**config.mk**
```make
export PLATFORM = sky130hd
export DESIGN_NAME = mcast_write_fsm
export DESIGN_NICKNAME = d
export VERILOG_FILES = /design/src/rtl/mcast_xbar_pkg.sv /design/src/rtl/mcast_addr_decode.sv /design/src/rtl/resp_merge_counter.sv /design/src/rtl/mcast_write_fsm.sv
export SDC_FILE = /design/constraint.sdc
export NUM_CORES = 1
export LEC_CHECK = 0
export ABC_CLOCK_PERIOD_IN_PS = 4180
export BUFFER_PORTS_ARGS = -buffer_cell sky130_fd_sc_hd__buf_2
export CORE_MARGIN = 3
export CORE_UTILIZATION = 44
export CTS_BUF_LIST = sky130_fd_sc_hd__clkbuf_16
export CTS_CLUSTER_DIAMETER = 80
export DETAILED_ROUTE_END_ITERATION = 10
export PLACE_DENSITY = 0.8
export SLEW_MARGIN = 20
export SYNTH_ARGS = -nofsm -noshare
export SYNTH_HDL_FRONTEND = slang
export SYNTH_HIERARCHICAL = 1
export SYNTH_SLANG_ARGS = --single-unit
```
**constraint.sdc**
```tcl
create_clock -name clk_i -period 4.18 [get_ports clk_i]
set_input_delay 0.418 -clock clk_i [delete_from_list [all_inputs] [get_ports clk_i]]
set_output_delay 0.418 -clock clk_i [all_outputs]
set_load 0.02 [all_outputs]
```
**src/rtl/mcast_xbar_pkg.sv**
```systemverilog
// Multicast crossbar definitions
`default_nettype none

package mcast_xbar_pkg;

  // Port counts
  localparam int NUM_SLV = 2;
  localparam int NUM_MST = 4;

  // Bus widths
  localparam int ADDR_W = 32;
  localparam int DATA_W = 32;
  localparam int STRB_W = DATA_W / 8;

  // Derived index and counter widths
  localparam int SLV_IDX_W = $clog2(NUM_SLV);
  localparam int CNT_W     = $clog2(NUM_MST + 1);

  // Address bits that pick one 4 KiB master region
  localparam int REGION_LSB = 12;
  localparam int REGION_MSB = 13;

  typedef logic [ADDR_W-1:0]  addr_t;
  typedef logic [DATA_W-1:0]  data_t;
  typedef logic [STRB_W-1:0]  strb_t;
  typedef logic [1:0]         resp_t;
  typedef logic [NUM_SLV-1:0] slv_set_t;
  typedef logic [NUM_MST-1:0] mst_set_t;

  // Slice payloads; W carries data above strobe
  typedef logic [ADDR_W-1:0]        aw_payload_t;
  typedef logic [DATA_W+STRB_W-1:0] w_payload_t;

  // Larger code is the worse outcome
  localparam resp_t RESP_OKAY   = 2'd0;
  localparam resp_t RESP_SLVERR = 2'd2;
  localparam resp_t RESP_DECERR = 2'd3;

endpackage

`default_nettype wire

```
**src/rtl/mcast_addr_decode.sv**
```systemverilog
// Multicast address decoder
`timescale 1ns/10ps
`default_nettype none

module mcast_addr_decode (
  input  mcast_xbar_pkg::addr_t    addr_i,
  input  mcast_xbar_pkg::addr_t    mask_i,
  output mcast_xbar_pkg::mst_set_t targets_o,
  output logic                     dec_err_o
);

  logic [mcast_xbar_pkg::REGION_MSB-mcast_xbar_pkg::REGION_LSB:0] region_sel;
  logic [mcast_xbar_pkg::REGION_MSB-mcast_xbar_pkg::REGION_LSB:0] region_mask;
  logic                                                           above_map;

  assign region_sel  = addr_i[mcast_xbar_pkg::REGION_MSB:mcast_xbar_pkg::REGION_LSB];
  assign region_mask = mask_i[mcast_xbar_pkg::REGION_MSB:mcast_xbar_pkg::REGION_LSB];

  // Any address bit above the region field falls outside the map
  assign above_map = |addr_i[mcast_xbar_pkg::ADDR_W-1:mcast_xbar_pkg::REGION_MSB+1];

  // A region matches when it differs from the address only in masked bits
  always_comb begin
    for (int m = 0; m < mcast_xbar_pkg::NUM_MST; m++) begin
      targets_o[m] = !above_map &&
          (((region_sel ^ m[mcast_xbar_pkg::REGION_MSB-mcast_xbar_pkg::REGION_LSB:0])
            & ~region_mask) == '0);
    end
  end

  assign dec_err_o = (targets_o == '0);

endmodule

`default_nettype wire

```
**src/rtl/resp_merge_counter.sv**
```systemverilog
// Write response merge counter
`timescale 1ns/10ps
`default_nettype none

module resp_merge_counter (
  input  logic                                                clk_i,
  input  logic                                                rst_i,
  input  logic                                                load_i,
  input  logic [mcast_xbar_pkg::CNT_W-1:0]                    load_count_i,
  input  mcast_xbar_pkg::mst_set_t                            done_i,
  input  mcast_xbar_pkg::resp_t [mcast_xbar_pkg::NUM_MST-1:0] resp_in_i,
  output logic                                                busy_o,
  output mcast_xbar_pkg::resp_t                               resp_o
);

  logic [mcast_xbar_pkg::CNT_W-1:0] cnt_q;
  logic [mcast_xbar_pkg::CNT_W-1:0] done_cnt;
  mcast_xbar_pkg::resp_t            resp_q;
  mcast_xbar_pkg::resp_t            worst;

  // Count this cycle's responses and fold in their codes
  always_comb begin
    done_cnt = '0;
    worst    = resp_q;
    for (int m = 0; m < mcast_xbar_pkg::NUM_MST; m++) begin
      if (done_i[m]) begin
        done_cnt = done_cnt + 1'b1;
        if (resp_in_i[m] > worst) begin
          worst = resp_in_i[m];
        end
      end
    end
  end

  always_ff @(posedge clk_i) begin
    if (rst_i) begin
      cnt_q  <= '0;
      resp_q <= mcast_xbar_pkg::RESP_OKAY;
    end else if (load_i) begin
      cnt_q  <= load_count_i;
      resp_q <= mcast_xbar_pkg::RESP_OKAY;
    end else begin
      cnt_q  <= cnt_q - done_cnt;
      resp_q <= worst;
    end
  end

  assign busy_o = (cnt_q != '0);
  assign resp_o = resp_q;

  // More responses than outstanding targets means a routing fault upstream
  no_underflow: assert property (@(posedge clk_i) disable iff (rst_i)
    !load_i |-> done_cnt <= cnt_q);

endmodule

`default_nettype wire

```
**src/rtl/mcast_write_fsm.sv**
```systemverilog
// Slave port write state machine
`timescale 1ns/10ps
`default_nettype none

module mcast_write_fsm (
  input  logic                                                clk_i,
  input  logic                                                rst_i,
  input  logic                                                awvalid_i,
  input  mcast_xbar_pkg::addr_t                               awaddr_i,
  input  mcast_xbar_pkg::addr_t                               awmask_i,
  output logic                                                awready_o,
  input  logic                                                wvalid_i,
  input  mcast_xbar_pkg::data_t                               wdata_i,
  input  mcast_xbar_pkg::strb_t                               wstrb_i,
  output logic                                                wready_o,
  output logic                                                bvalid_o,
  output mcast_xbar_pkg::resp_t                               bresp_o,
  input  logic                                                bready_i,
  output mcast_xbar_pkg::mst_set_t                            req_o,
  output mcast_xbar_pkg::addr_t                               addr_o,
  output mcast_xbar_pkg::data_t                               data_o,
  output mcast_xbar_pkg::strb_t                               strb_o,
  input  mcast_xbar_pkg::mst_set_t                            grant_i,
  input  mcast_xbar_pkg::mst_set_t                            bdone_i,
  input  mcast_xbar_pkg::resp_t [mcast_xbar_pkg::NUM_MST-1:0] bresp_in_i
);

  typedef enum logic [2:0] {
    IDLE,
    ERROR,
    FANOUT,
    WAIT_RESP,
    RESPOND
  } state_e;

  state_e                           state_q;
  logic                             acc_q;
  logic                             accept;
  logic                             dec_err;
  logic                             cnt_busy;
  mcast_xbar_pkg::mst_set_t         targets;
  mcast_xbar_pkg::mst_set_t         req_q;
  mcast_xbar_pkg::mst_set_t         req_left;
  logic [mcast_xbar_pkg::CNT_W-1:0] target_cnt;
  mcast_xbar_pkg::resp_t            merged_resp;
  mcast_xbar_pkg::addr_t            addr_q;
  mcast_xbar_pkg::data_t            data_q;
  mcast_xbar_pkg::strb_t            strb_q;

  mcast_addr_decode i_decode (
    .addr_i    (awaddr_i),
    .mask_i    (awmask_i),
    .targets_o (targets),
    .dec_err_o (dec_err)
  );

  always_comb begin
    target_cnt = '0;
    for (int m = 0; m < mcast_xbar_pkg::NUM_MST; m++) begin
      if (targets[m]) begin
        target_cnt = target_cnt + 1'b1;
      end
    end
  end

  // Ready pulses one cycle after both AW and W are seen valid
  assign accept   = acc_q && awvalid_i && wvalid_i;
  assign req_left = req_q & ~grant_i;

  resp_merge_counter i_merge (
    .clk_i        (clk_i),
    .rst_i        (rst_i),
    .load_i       (accept && !dec_err),
    .load_count_i (target_cnt),
    .done_i       (bdone_i),
    .resp_in_i    (bresp_in_i),
    .busy_o       (cnt_busy),
    .resp_o       (merged_resp)
  );

  always_ff @(posedge clk_i) begin
    if (rst_i) begin
      state_q <= IDLE;
      acc_q   <= 1'b0;
      req_q   <= '0;
    end else begin
      acc_q <= 1'b0;
      case (state_q)
        IDLE: begin
          if (accept) begin
            req_q   <= targets;
            state_q <= dec_err ? ERROR : FANOUT;
          end else begin
            acc_q <= awvalid_i && wvalid_i;
          end
        end
        // Each target drops out of the request set once granted
        FANOUT: begin
          req_q <= req_left;
          if (req_left == '0) begin
            state_q <= WAIT_RESP;
          end
        end
        WAIT_RESP: begin
          if (!cnt_busy) begin
            state_q <= RESPOND;
          end
        end
        ERROR, RESPOND: begin
          if (bready_i) begin
            state_q <= IDLE;
          end
        end
        default: state_q <= IDLE;
      endcase
    end
  end

  // Shared payload for every target copy
  always_ff @(posedge clk_i) begin
    if (accept) begin
      addr_q <= awaddr_i;
      data_q <= wdata_i;
      strb_q <= wstrb_i;
    end
  end

  assign awready_o = acc_q;
  assign wready_o  = acc_q;
  assign req_o     = req_q;
  assign addr_o    = addr_q;
  assign data_o    = data_q;
  assign strb_o    = strb_q;
  assign bvalid_o  = (state_q == ERROR) || (state_q == RESPOND);
  assign bresp_o   = (state_q == ERROR) ? mcast_xbar_pkg::RESP_DECERR : merged_resp;

  b_hold: assert property (@(posedge clk_i) disable iff (rst_i)
    bvalid_o && !bready_i |=> bvalid_o && $stable(bresp_o));

endmodule

`default_nettype wire

```
==> impl_metrics.py, run 1 <==
metrics = {
    "outcome": {
        "run_status": "finished, final reports clean",
    },
    "clocking": {
        "numCtsBuffers": 9,
        "clk_pin_slew_ns": 0.06,
        "htree_levels": 3,
        "cts_sinks": 81,
        "clk_path_buf_depth": 2,
        "post-cts-setup-buffer-count": 0,
        "clk_latency_ns": 0.33,
        "cts_tree": "done",
        "cts.root.buffer_cell": "clkbuf_16",
        "cts_resized": 0,
        "ctsHoldBuffers": 0,
    },
    "sta": {
        "setup_tns_ns": 0,
        "slew_violations": 0,
        "final-hold-violation-count": 0,
        "slew_headroom_pct": 29.1,
        "finalCritPeriodShare_pct": 88.4,
        "skew_ns": 0.00533,
        "setup_viol": 0,
        "worst_slew_pin_slew_ns": 1.06,
        "rsz0062_at_grt": "false",
        "hold_ws_ns": 0.260,
        "period_minus_slack_ns": 3.69,
        "fmax_mhz": 271,
    },
    "cells_and_area": {
        "fin_cells": 530,
        "drive_above_1_share_pct": 47.1,
        "fin_util_pct": 63.4,
        "final_area_um2": 4750,
        "fin_nets": 564,
        "n_fill_cell": 567,
        "area_growth_pct": 34.9,
    },
    "hold_path": {
        "hold_end": "data_o[27]",
        "hp-class": "input pin to register",
        "holdPathStages": 1,
        "min_from": "wdata_i[27]",
    },
    "logic_synthesis": {
        "seq_area_frac_synth_pct": 65.4,
        "yosys.cell_types.count": 52,
        "syn_avg_cell_area_um2": 14.1,
        "synth-compound-area-share_pct": 9.50,
        "synth-seq-cells": 81,
        "synth-xor-area-share_pct": 1.99,
        "synth.area.mux_share_pct": 1.32,
        "synthAdderAreaFrac_pct": 7.33,
        "syn_nets": 391,
        "synthArstFlopShare_pct": 0,
        "synth_edf_count": 68,
        "synth_area_leaders": "edfxtp_1, dfxtp_1, ha_1, inv_1, nor2_1",
        "synth_warnings": 6,
        "synth_top_area_share_pct": 58.0,
        "synth_most_common_cell": "edfxtp_1",
        "syn_inst": 250,
        "synth_top_family_by_area": "simple AND/OR/NAND/NOR gates",
        "synthSimpleGateAreaFrac_pct": 11.1,
        "ys.flop_type": "edfxtp_1",
        "syn_area_um2": 3520,
        "synthTopCellsByCount": "edfxtp_1, inv_1, ha_1",
        "yosysTopAreaCell": "edfxtp_1",
    },
    "power_and_ir_drop": {
        "peakVddDrop_uv": 282,
        "switching_share_pct": 24.9,
        "power_frac_comb_pct": 15.3,
        "p_per_area_nw_per_um2": 423,
        "p_seq_share_pct": 46.8,
        "p_clk_share_pct": 37.9,
        "intPower_uw": 1510,
        "power.switching_uw": 499,
        "p_leak_uw": 0.00204,
    },
    "placement": {
        "dp_cells": 511,
        "finalWeightedCongestion": 0.778,
        "dpl_cell_area_um2": 4450,
        "portBuffers": 167,
        "hpwl_mm": 7.05,
    },
    "route": {
        "drc_errors": 0,
        "first_iter_violations": 138,
        "antenna_left": 0,
        "routedWlPerCell_um": 17.6,
        "vias": 2690,
        "routed_wl_mm": 9.30,
        "viasPerCell": 5.08,
        "dr.pass1.iters": 6,
    },
    "global_routing": {
        "grt_pass1_wl_mm": 13.0,
        "grt.total_usage_pct": 19.5,
        "grtUsageMet3_pct": 5.60,
        "grt_overflow": 0,
        "grt_busiest_layer": "met2",
        "grtUsageMet2_pct": 37.0,
        "grt_max_degree": 55,
        "grt_pass1_vias": 2598,
        "antenna_found_initial": 3,
        "global_route.usage.met1_pct": 18.9,
    },
    "floorplan": {
        "fp.coreArea_um2": 7490,
        "std_cell_rows": 31,
        "die_area_um2": 9100,
        "io_pins": 198,
        "start_util_pct": 47.0,
        "dieWidth_um": 95.4,
        "die_y_um": 95.4,
    },
    "critical_path": {
        "cpMostUsedCell": "ha_1",
        "r2r_start": "i_merge/resp_o[1]",
        "path_delay_family": "compound AO/OA/AOI/OAI gates",
        "rr_worst_depth": 19,
        "cp_num_buf_inv": 3,
        "cp-end-kind": "register",
        "path_class": "register to register",
        "cp.arrival_ns": 3.90,
        "worst_path_max_delay_cell": "dfxtp_1",
        "r2r_end": "i_merge/resp_o[0]",
        "critPathMaxFanout": 3,
        "slowest_delay_ns": 0.36,
        "r2r_slack_ns": 0.49,
        "worstSetupPathDepth": 19,
        "path_cells": "inv_1, ha_1, nand2b_1, and4_1, or2_1, ha_1, nand2b_1, o211a_1, o21a_1, ha_1, inv_1, o221ai_1, o311ai_1, o21ai_1, ha_1, inv_1, o221ai_1, o21ai_0, a21oi_1",
        "cp-start-kind": "register",
        "crit_required_ns": 4.38,
    },
    "job": {
        "drv_cap": 0,
    },
}
## final cells by class
class                   count  area (um^2)  share of cell area [%]
clock inverters             6         61.3                    1.29
clock buffers               9          225                    4.75
flip-flops and latches     81         2300                    48.5
well taps                  99          124                    2.61
repair buffers            168          843                    17.8
multi-input cells         141         1100                    23.1
inverters                  22         82.6                    1.74
diodes                      4         10.0                   0.211
## per-stage QoR
stage / power, uW / worst slack [ns]
2_1_floorplan: 1160 / 0.759
5_1_grt: 2100 / 0.231
6_report: 2010 / 0.486
3_3_place_gp: 1250 / 0.420
3_5_place_dp: 1260 / 0.314
4_1_cts: 2010 / 0.433
## metal layers
metal / up-vias / part of all wire (%)
met4: 0 / 2.9
li1: 1272 / -
met2: 124 / 54
met3: 18 / 7.7
met1: 1276 / 35
met5: - / 0
## worst reg2reg max path: cells and delay by family, from the launching register on
kind | cells | cell delay (ns)
AOI/OAI and AO/OA | 8 | 1.28
adders and majority gates | 4 | 1.09
buffers and inverters | 3 | 0.17
DFF | 1 | 0.36
and+or+nand+nor | 4 | 0.68
## cell families after synthesis
logic type | count (synthesis)
mux | 4
compound gates | 44
fa+ha+maj | 20
simple gates | 65
flops | 81
xor+xnor | 8
buf+inv | 28
## worst max-delay path by stage
stage / start / end
floorplan: bresp_in_i[1] / i_merge/resp_o[0]
global placement: bresp_in_i[1] / i_merge/resp_o[0]
detailed placement: bresp_in_i[1] / i_merge/resp_o[0]
CTS: i_merge/resp_o[1] / i_merge/resp_o[0]
global route: i_merge/resp_o[1] / i_merge/resp_o[0]
finish: i_merge/resp_o[1] / i_merge/resp_o[0]
## cells in the final DEF, fill, tap and decap left out, drive strengths merged, types with 2 or more instances in the layout
cell type  Yosys  routed
o21a           2       2
edfxtp        68      68
mux2           2       2
o41ai          2       2
a21oi         10      10
a211oi         3       3
inv           21      22
dfxtp         13      13
nor2b         11      11
clkinv         1       2
nand2b         4       4
ha            19      19
mux2i          2       2
or2            3       3
nand2         10      10
o221ai         2       2
o21bai         3       3
nand3          5       5
nor4           8       8
a31oi          3       3
buf            5     168
xnor2          3       3
o21ai         11      11
nor2          18      18
clkinvlp       0       3
xor2           5       5
a2111oi        2       2
diode          0       4
clkbuf         1       9
## sequential cells by signal, summed over array words and instances (netlist names)
name and flops:
addr_o 32, data_o 32, req_o 4, strb_o 4, i_merge/cnt_q 3, state_q 3
i_merge/resp_o 2, awready_o 1
## power by group through the flow
stage,sequential [uW],clock [uW],combinational (uW)
4_1_cts,939,766,310
5_1_grt,944,813,345
6_report,939,762,307
3_5_place_dp,956,0,306
2_1_floorplan,952,0,210
3_3_place_gp,953,0,296
Note: power is estimated with default switching activity, not from simulation.
==> inputs of run 2 (changes only) <==
ABC_CLOCK_PERIOD_IN_PS = 4200   (was 4180)
clock period = 4.2 ns   (was 4.18 ns; I/O delays follow)
==> run 2 against run 1 <==
Register-to-register slack gained 0.04 ns. Sequential power down 0.5%. Global-route usage down 0.53 points. Setup slack gained 0.038 ns. Utilization grew 0.70 points. Die area unchanged. Non-clock buffer count is the same. Critical path depth is the same. Final cell count fell by 0.19%. Final area rose by 1.1%. Largest power group unchanged. Highest routed layer unchanged.
==> impl_metrics.py, run 2 (synthesized netlist as in run 1, its figures left out) <==
metrics = {
    "route": {
        "dr.pass1.iters": 4,
        "vias": 2614,
        "antenna_left": 0,
        "first_iter_violations": 128,
        "routedWlPerCell_um": 16.8,
        "viasPerCell": 4.94,
        "routed_wl_mm": 8.87,
        "drc_errors": 0,
    },
    "job": {
        "drv_cap": 0,
    },
    "clocking": {
        "cts.root.buffer_cell": "clkbuf_16",
        "clk_path_buf_depth": 2,
        "numCtsBuffers": 9,
        "cts_resized": 0,
        "clk_latency_ns": 0.33,
        "ctsHoldBuffers": 0,
        "post-cts-setup-buffer-count": 0,
        "htree_levels": 3,
        "cts_tree": "done",
        "cts_sinks": 81,
        "clk_pin_slew_ns": 0.06,
    },
    "sta": {
        "worst_slew_pin_slew_ns": 0.823,
        "setup_tns_ns": 0,
        "final-hold-violation-count": 0,
        "finalCritPeriodShare_pct": 87.5,
        "fmax_mhz": 272,
        "slew_violations": 0,
        "rsz0062_at_grt": "false",
        "slew_headroom_pct": 44.6,
        "setup_viol": 0,
        "skew_ns": 0.00437,
        "hold_ws_ns": 0.262,
        "period_minus_slack_ns": 3.68,
    },
    "power_and_ir_drop": {
        "power_uw": 2130,
        "p_per_area_nw_per_um2": 444,
        "peakVddDrop_uv": 271,
        "p_leak_uw": 0.00207,
    },
    "global_routing": {
        "grt.total_usage_pct": 19.0,
        "grt_pass1_vias": 2522,
        "antenna_found_initial": 2,
        "grt_max_degree": 38,
        "grt_pass1_wl_mm": 12.7,
        "grt_overflow": 0,
    },
    "floorplan": {
        "fp.coreArea_um2": 7490,
        "std_cell_rows": 31,
        "die_area_um2": 9100,
        "io_pins": 198,
        "die_y_um": 95.4,
        "dieWidth_um": 95.4,
        "start_util_pct": 47.0,
    },
    "placement": {
        "portBuffers": 167,
        "finalWeightedCongestion": 0.787,
        "hpwl_mm": 6.98,
    },
    "hold_path": {
        "hp-class": "input pin to register",
    },
    "cells_and_area": {
        "multiInputGateArea_um2": 1100,
        "final_cell_mix": "buf_2, edfxtp_1, inv_1",
        "drive_above_1_share_pct": 47.2,
        "fin_nets": 564,
        "n_fill_cell": 560,
        "regArea_um2": 2300,
        "final_common_cell": "buf_2",
        "area_growth_pct": 36.4,
    },
    "critical_path": {
        "critPathMaxFanout": 3,
        "crit_required_ns": 4.40,
        "cp-start-kind": "register",
        "cp.arrival_ns": 3.88,
        "cp-end-kind": "register",
        "path_class": "register to register",
    },
    "outcome": {
        "run_status": "finished, final reports clean",
    },
}
run 2: worst max-delay path, cell delays in order (launching register included):
cell	delay, ns
dfxtp_1	0.36
inv_1	0.07
ha_1	0.28
nand2b_1	0.15
and4_1	0.22
or2_1	0.23
ha_1	0.27
nand2b_1	0.07
o211a_1	0.15
o21a_1	0.20
ha_1	0.27
inv_1	0.04
o221ai_1	0.27
o311ai_1	0.18
o21ai_1	0.12
ha_1	0.24
inv_1	0.06
o221ai_1	0.13
o21ai_0	0.18
a21oi_1	0.06
run 2: through the flow:
stage	cell area, um^2	util, %	setup slack [ns]	instances
3_3_place_gp	4450	59.4	0.438	511
5_1_grt	4800	64.1	0.266	529
3_5_place_dp	4450	59.4	0.379	511
4_1_cts	4790	64.0	0.495	527
2_1_floorplan	3520	-	0.777	250
6_report	4800	64.1	0.524	529
run 2: per-layer routing:
layer | GRT usage (%) | wire (um) | up-vias
met5 | 0 | 0 | -
met4 | 9.48 | 289 | 0
met3 | 6.24 | 864 | 20
met2 | 35.5 | 4730 | 117
met1 | 18.6 | 2990 | 1201
li1 | - | - | 1276
run 2: area by class of cell:
cell class / instances / area share, %
Antenna cell: 2 / 0.104
Clock buffer: 9 / 4.69
Clock inverter: 7 / 2.48
Inverter: 22 / 1.72
Multi-Input combinational cell: 141 / 22.9
Sequential cell: 81 / 48.0
Tap cell: 99 / 2.58
Timing Repair Buffer: 168 / 17.6
run 2: final timing paths:
check,startpoint,end,slack [ns],cells past startpoint
max,i_merge/resp_o[1],i_merge/resp_o[0],0.52,19
min,wdata_i[20],data_o[20],0.26,1
max reg2reg,i_merge/resp_o[1],i_merge/resp_o[0],0.52,19
min reg2reg,req_o[1],req_o[1],0.49,2
run 2: report_power, final:
part	switching, uW	total (uW)	internal (uW)
logic	164	308	145
clock network	309	890	582
registers	31.1	934	903
total	503	2130	1630
==> inputs of run 3 (changes only) <==
PLACE_DENSITY = 0.88   (was 0.8)
==> run 3 against run 2 <==
Clock skew is 0.00086 ns higher. Final cell count is 0.19% lower. Register-to-register slack worse by 0.11 ns. Sequential power hardly changed. First-iteration DRC count is 27% lower. Clock power is 12% lower. Power is 4.9% lower. Critical path depth stayed put. Setup slack worse by 0.11 ns. Maximum frequency is 2.9% lower.
==> impl_metrics.py, run 3 (synthesized netlist as in run 1, its figures left out) <==
metrics = {
    "route": {
        "routedWlPerCell_um": 17.1,
        "antenna_left": 0,
        "dr.pass1.iters": 4,
        "vias": 2677,
        "drc_errors": 0,
        "routed_wl_mm": 9.04,
        "first_iter_violations": 93,
        "viasPerCell": 5.07,
    },
    "clocking": {
        "cts.root.buffer_cell": "clkbuf_16",
        "htree_levels": 3,
        "clk_latency_ns": 0.33,
        "post-cts-setup-buffer-count": 0,
        "clk_pin_slew_ns": 0.06,
        "ctsHoldBuffers": 0,
        "cts_sinks": 81,
        "clk_path_buf_depth": 2,
        "cts_resized": 0,
        "numCtsBuffers": 9,
        "cts_tree": "done",
    },
    "global_routing": {
        "grt_max_degree": 44,
        "antenna_found_initial": 1,
        "grt_pass1_vias": 2534,
        "grt.total_usage_pct": 19.4,
        "grt_overflow": 0,
        "grt_pass1_wl_mm": 12.8,
    },
    "cells_and_area": {
        "final_common_cell": "buf_2",
        "drive_above_1_share_pct": 47.2,
        "n_fill_cell": 557,
        "regArea_um2": 2300,
        "final_cell_mix": "buf_2, edfxtp_1, inv_1",
        "area_growth_pct": 35.2,
        "fin_nets": 564,
        "multiInputGateArea_um2": 1100,
    },
    "critical_path": {
        "r2r_slack_ns": 0.41,
        "r2r_end": "i_merge/resp_o[0]",
        "critPathMaxFanout": 3,
        "path_class": "register to register",
        "cp-start-kind": "register",
        "worst_path_max_delay_cell": "dfxtp_1",
        "path_cells": "inv_1, ha_1, nand2b_1, and4_1, or2_1, ha_1, nand2b_1, o211a_1, o21a_1, ha_1, inv_1, o221ai_1, o311ai_1, o21ai_1, ha_1, inv_1, o221ai_1, o21ai_0, a21oi_1",
        "cp-end-kind": "register",
        "crit_required_ns": 4.39,
        "cp_num_buf_inv": 3,
        "r2r_start": "i_merge/resp_o[1]",
        "rr_worst_depth": 19,
        "path_delay_family": "compound AO/OA/AOI/OAI gates",
        "cpMostUsedCell": "ha_1",
        "cp.arrival_ns": 3.98,
        "slowest_delay_ns": 0.36,
    },
    "placement": {
        "hpwl_mm": 7.21,
        "portBuffers": 167,
        "finalWeightedCongestion": 0.785,
    },
    "power_and_ir_drop": {
        "peakVddDrop_uv": 159,
        "p_leak_uw": 0.00205,
        "p_per_area_nw_per_um2": 426,
    },
    "sta": {
        "setup_tns_ns": 0,
        "worst_slew_pin_slew_ns": 0.849,
        "period_minus_slack_ns": 3.79,
        "final-hold-violation-count": 0,
        "hold_ws_ns": 0.261,
        "fmax_mhz": 264,
        "finalCritPeriodShare_pct": 90.1,
        "slew_headroom_pct": 43.3,
        "setup_viol": 0,
        "skew_ns": 0.00523,
        "slew_violations": 0,
        "rsz0062_at_grt": "false",
    },
    "floorplan": {
        "die_y_um": 95.4,
        "start_util_pct": 47.0,
        "dieWidth_um": 95.4,
        "fp.coreArea_um2": 7490,
        "io_pins": 198,
        "std_cell_rows": 31,
        "die_area_um2": 9100,
    },
    "hold_path": {
        "hold_end": "data_o[21]",
        "holdPathStages": 1,
        "hp-class": "input pin to register",
        "min_from": "wdata_i[21]",
    },
    "job": {
        "drv_cap": 0,
    },
    "outcome": {
        "run_status": "finished, final reports clean",
    },
}
[run 3: cell count changes in the layout (fill, tap and decap cells not counted), sizes merged]
cell,change
bufinv,-2
clkinv,+2
diode,-1
[run 3: report_power, final]
| part | total (uW) | internal, uW | switching, uW |
|---|---|---|---|
| Clock | 784 | 466 | 317 |
| Combinational | 310 | 144 | 165 |
| Sequential | 935 | 903 | 32.4 |
| Total | 2030 | 1510 | 515 |
[run 3: layout make-up]
cell class | count | area share (%)
Inverter | 22 | 1.74
Timing Repair Buffer | 168 | 17.7
Multi-Input combinational cell | 141 | 23.1
Tap cell | 99 | 2.60
Clock inverter | 7 | 1.66
Sequential cell | 81 | 48.4
Antenna cell | 1 | 0.0526
Clock buffer | 9 | 4.74
[run 3: worst max path at each step]
stage	cells past startpoint	from	endpoint	slack (ns)
after detailed placement	20	bresp_in_i[1]	i_merge/resp_o[0]	0.29
after CTS	19	i_merge/resp_o[1]	i_merge/resp_o[0]	0.38
after floorplan	19	bresp_in_i[1]	i_merge/resp_o[0]	0.78
final	19	i_merge/resp_o[1]	i_merge/resp_o[0]	0.41
after global routing	19	i_merge/resp_o[1]	i_merge/resp_o[0]	0.17
after global placement	20	bresp_in_i[1]	i_merge/resp_o[0]	0.43
[run 3: per-stage QoR]
step,std cells,power (uW),setup slack (ns),area [um^2],util [%]
6_report,528,2030,0.415,4760,63.5
5_1_grt,528,2110,0.171,4760,63.5
4_1_cts,527,2040,0.384,4750,63.5
3_5_place_dp,511,1260,0.289,4450,59.4
3_3_place_gp,511,1240,0.433,4450,59.4
2_1_floorplan,250,1160,0.777,3520,-
[run 3: per-layer routing]
layer | vias to the layer above | share of wire, % | track usage [%] | wire (um)
met4 | 0 | 2.7 | 8.65 | 247
met3 | 18 | 9.4 | 5.92 | 846
met5 | - | 0 | 0 | 0
met2 | 122 | 54 | 38.0 | 4930
li1 | 1274 | - | - | -
met1 | 1263 | 33 | 18.0 | 3020
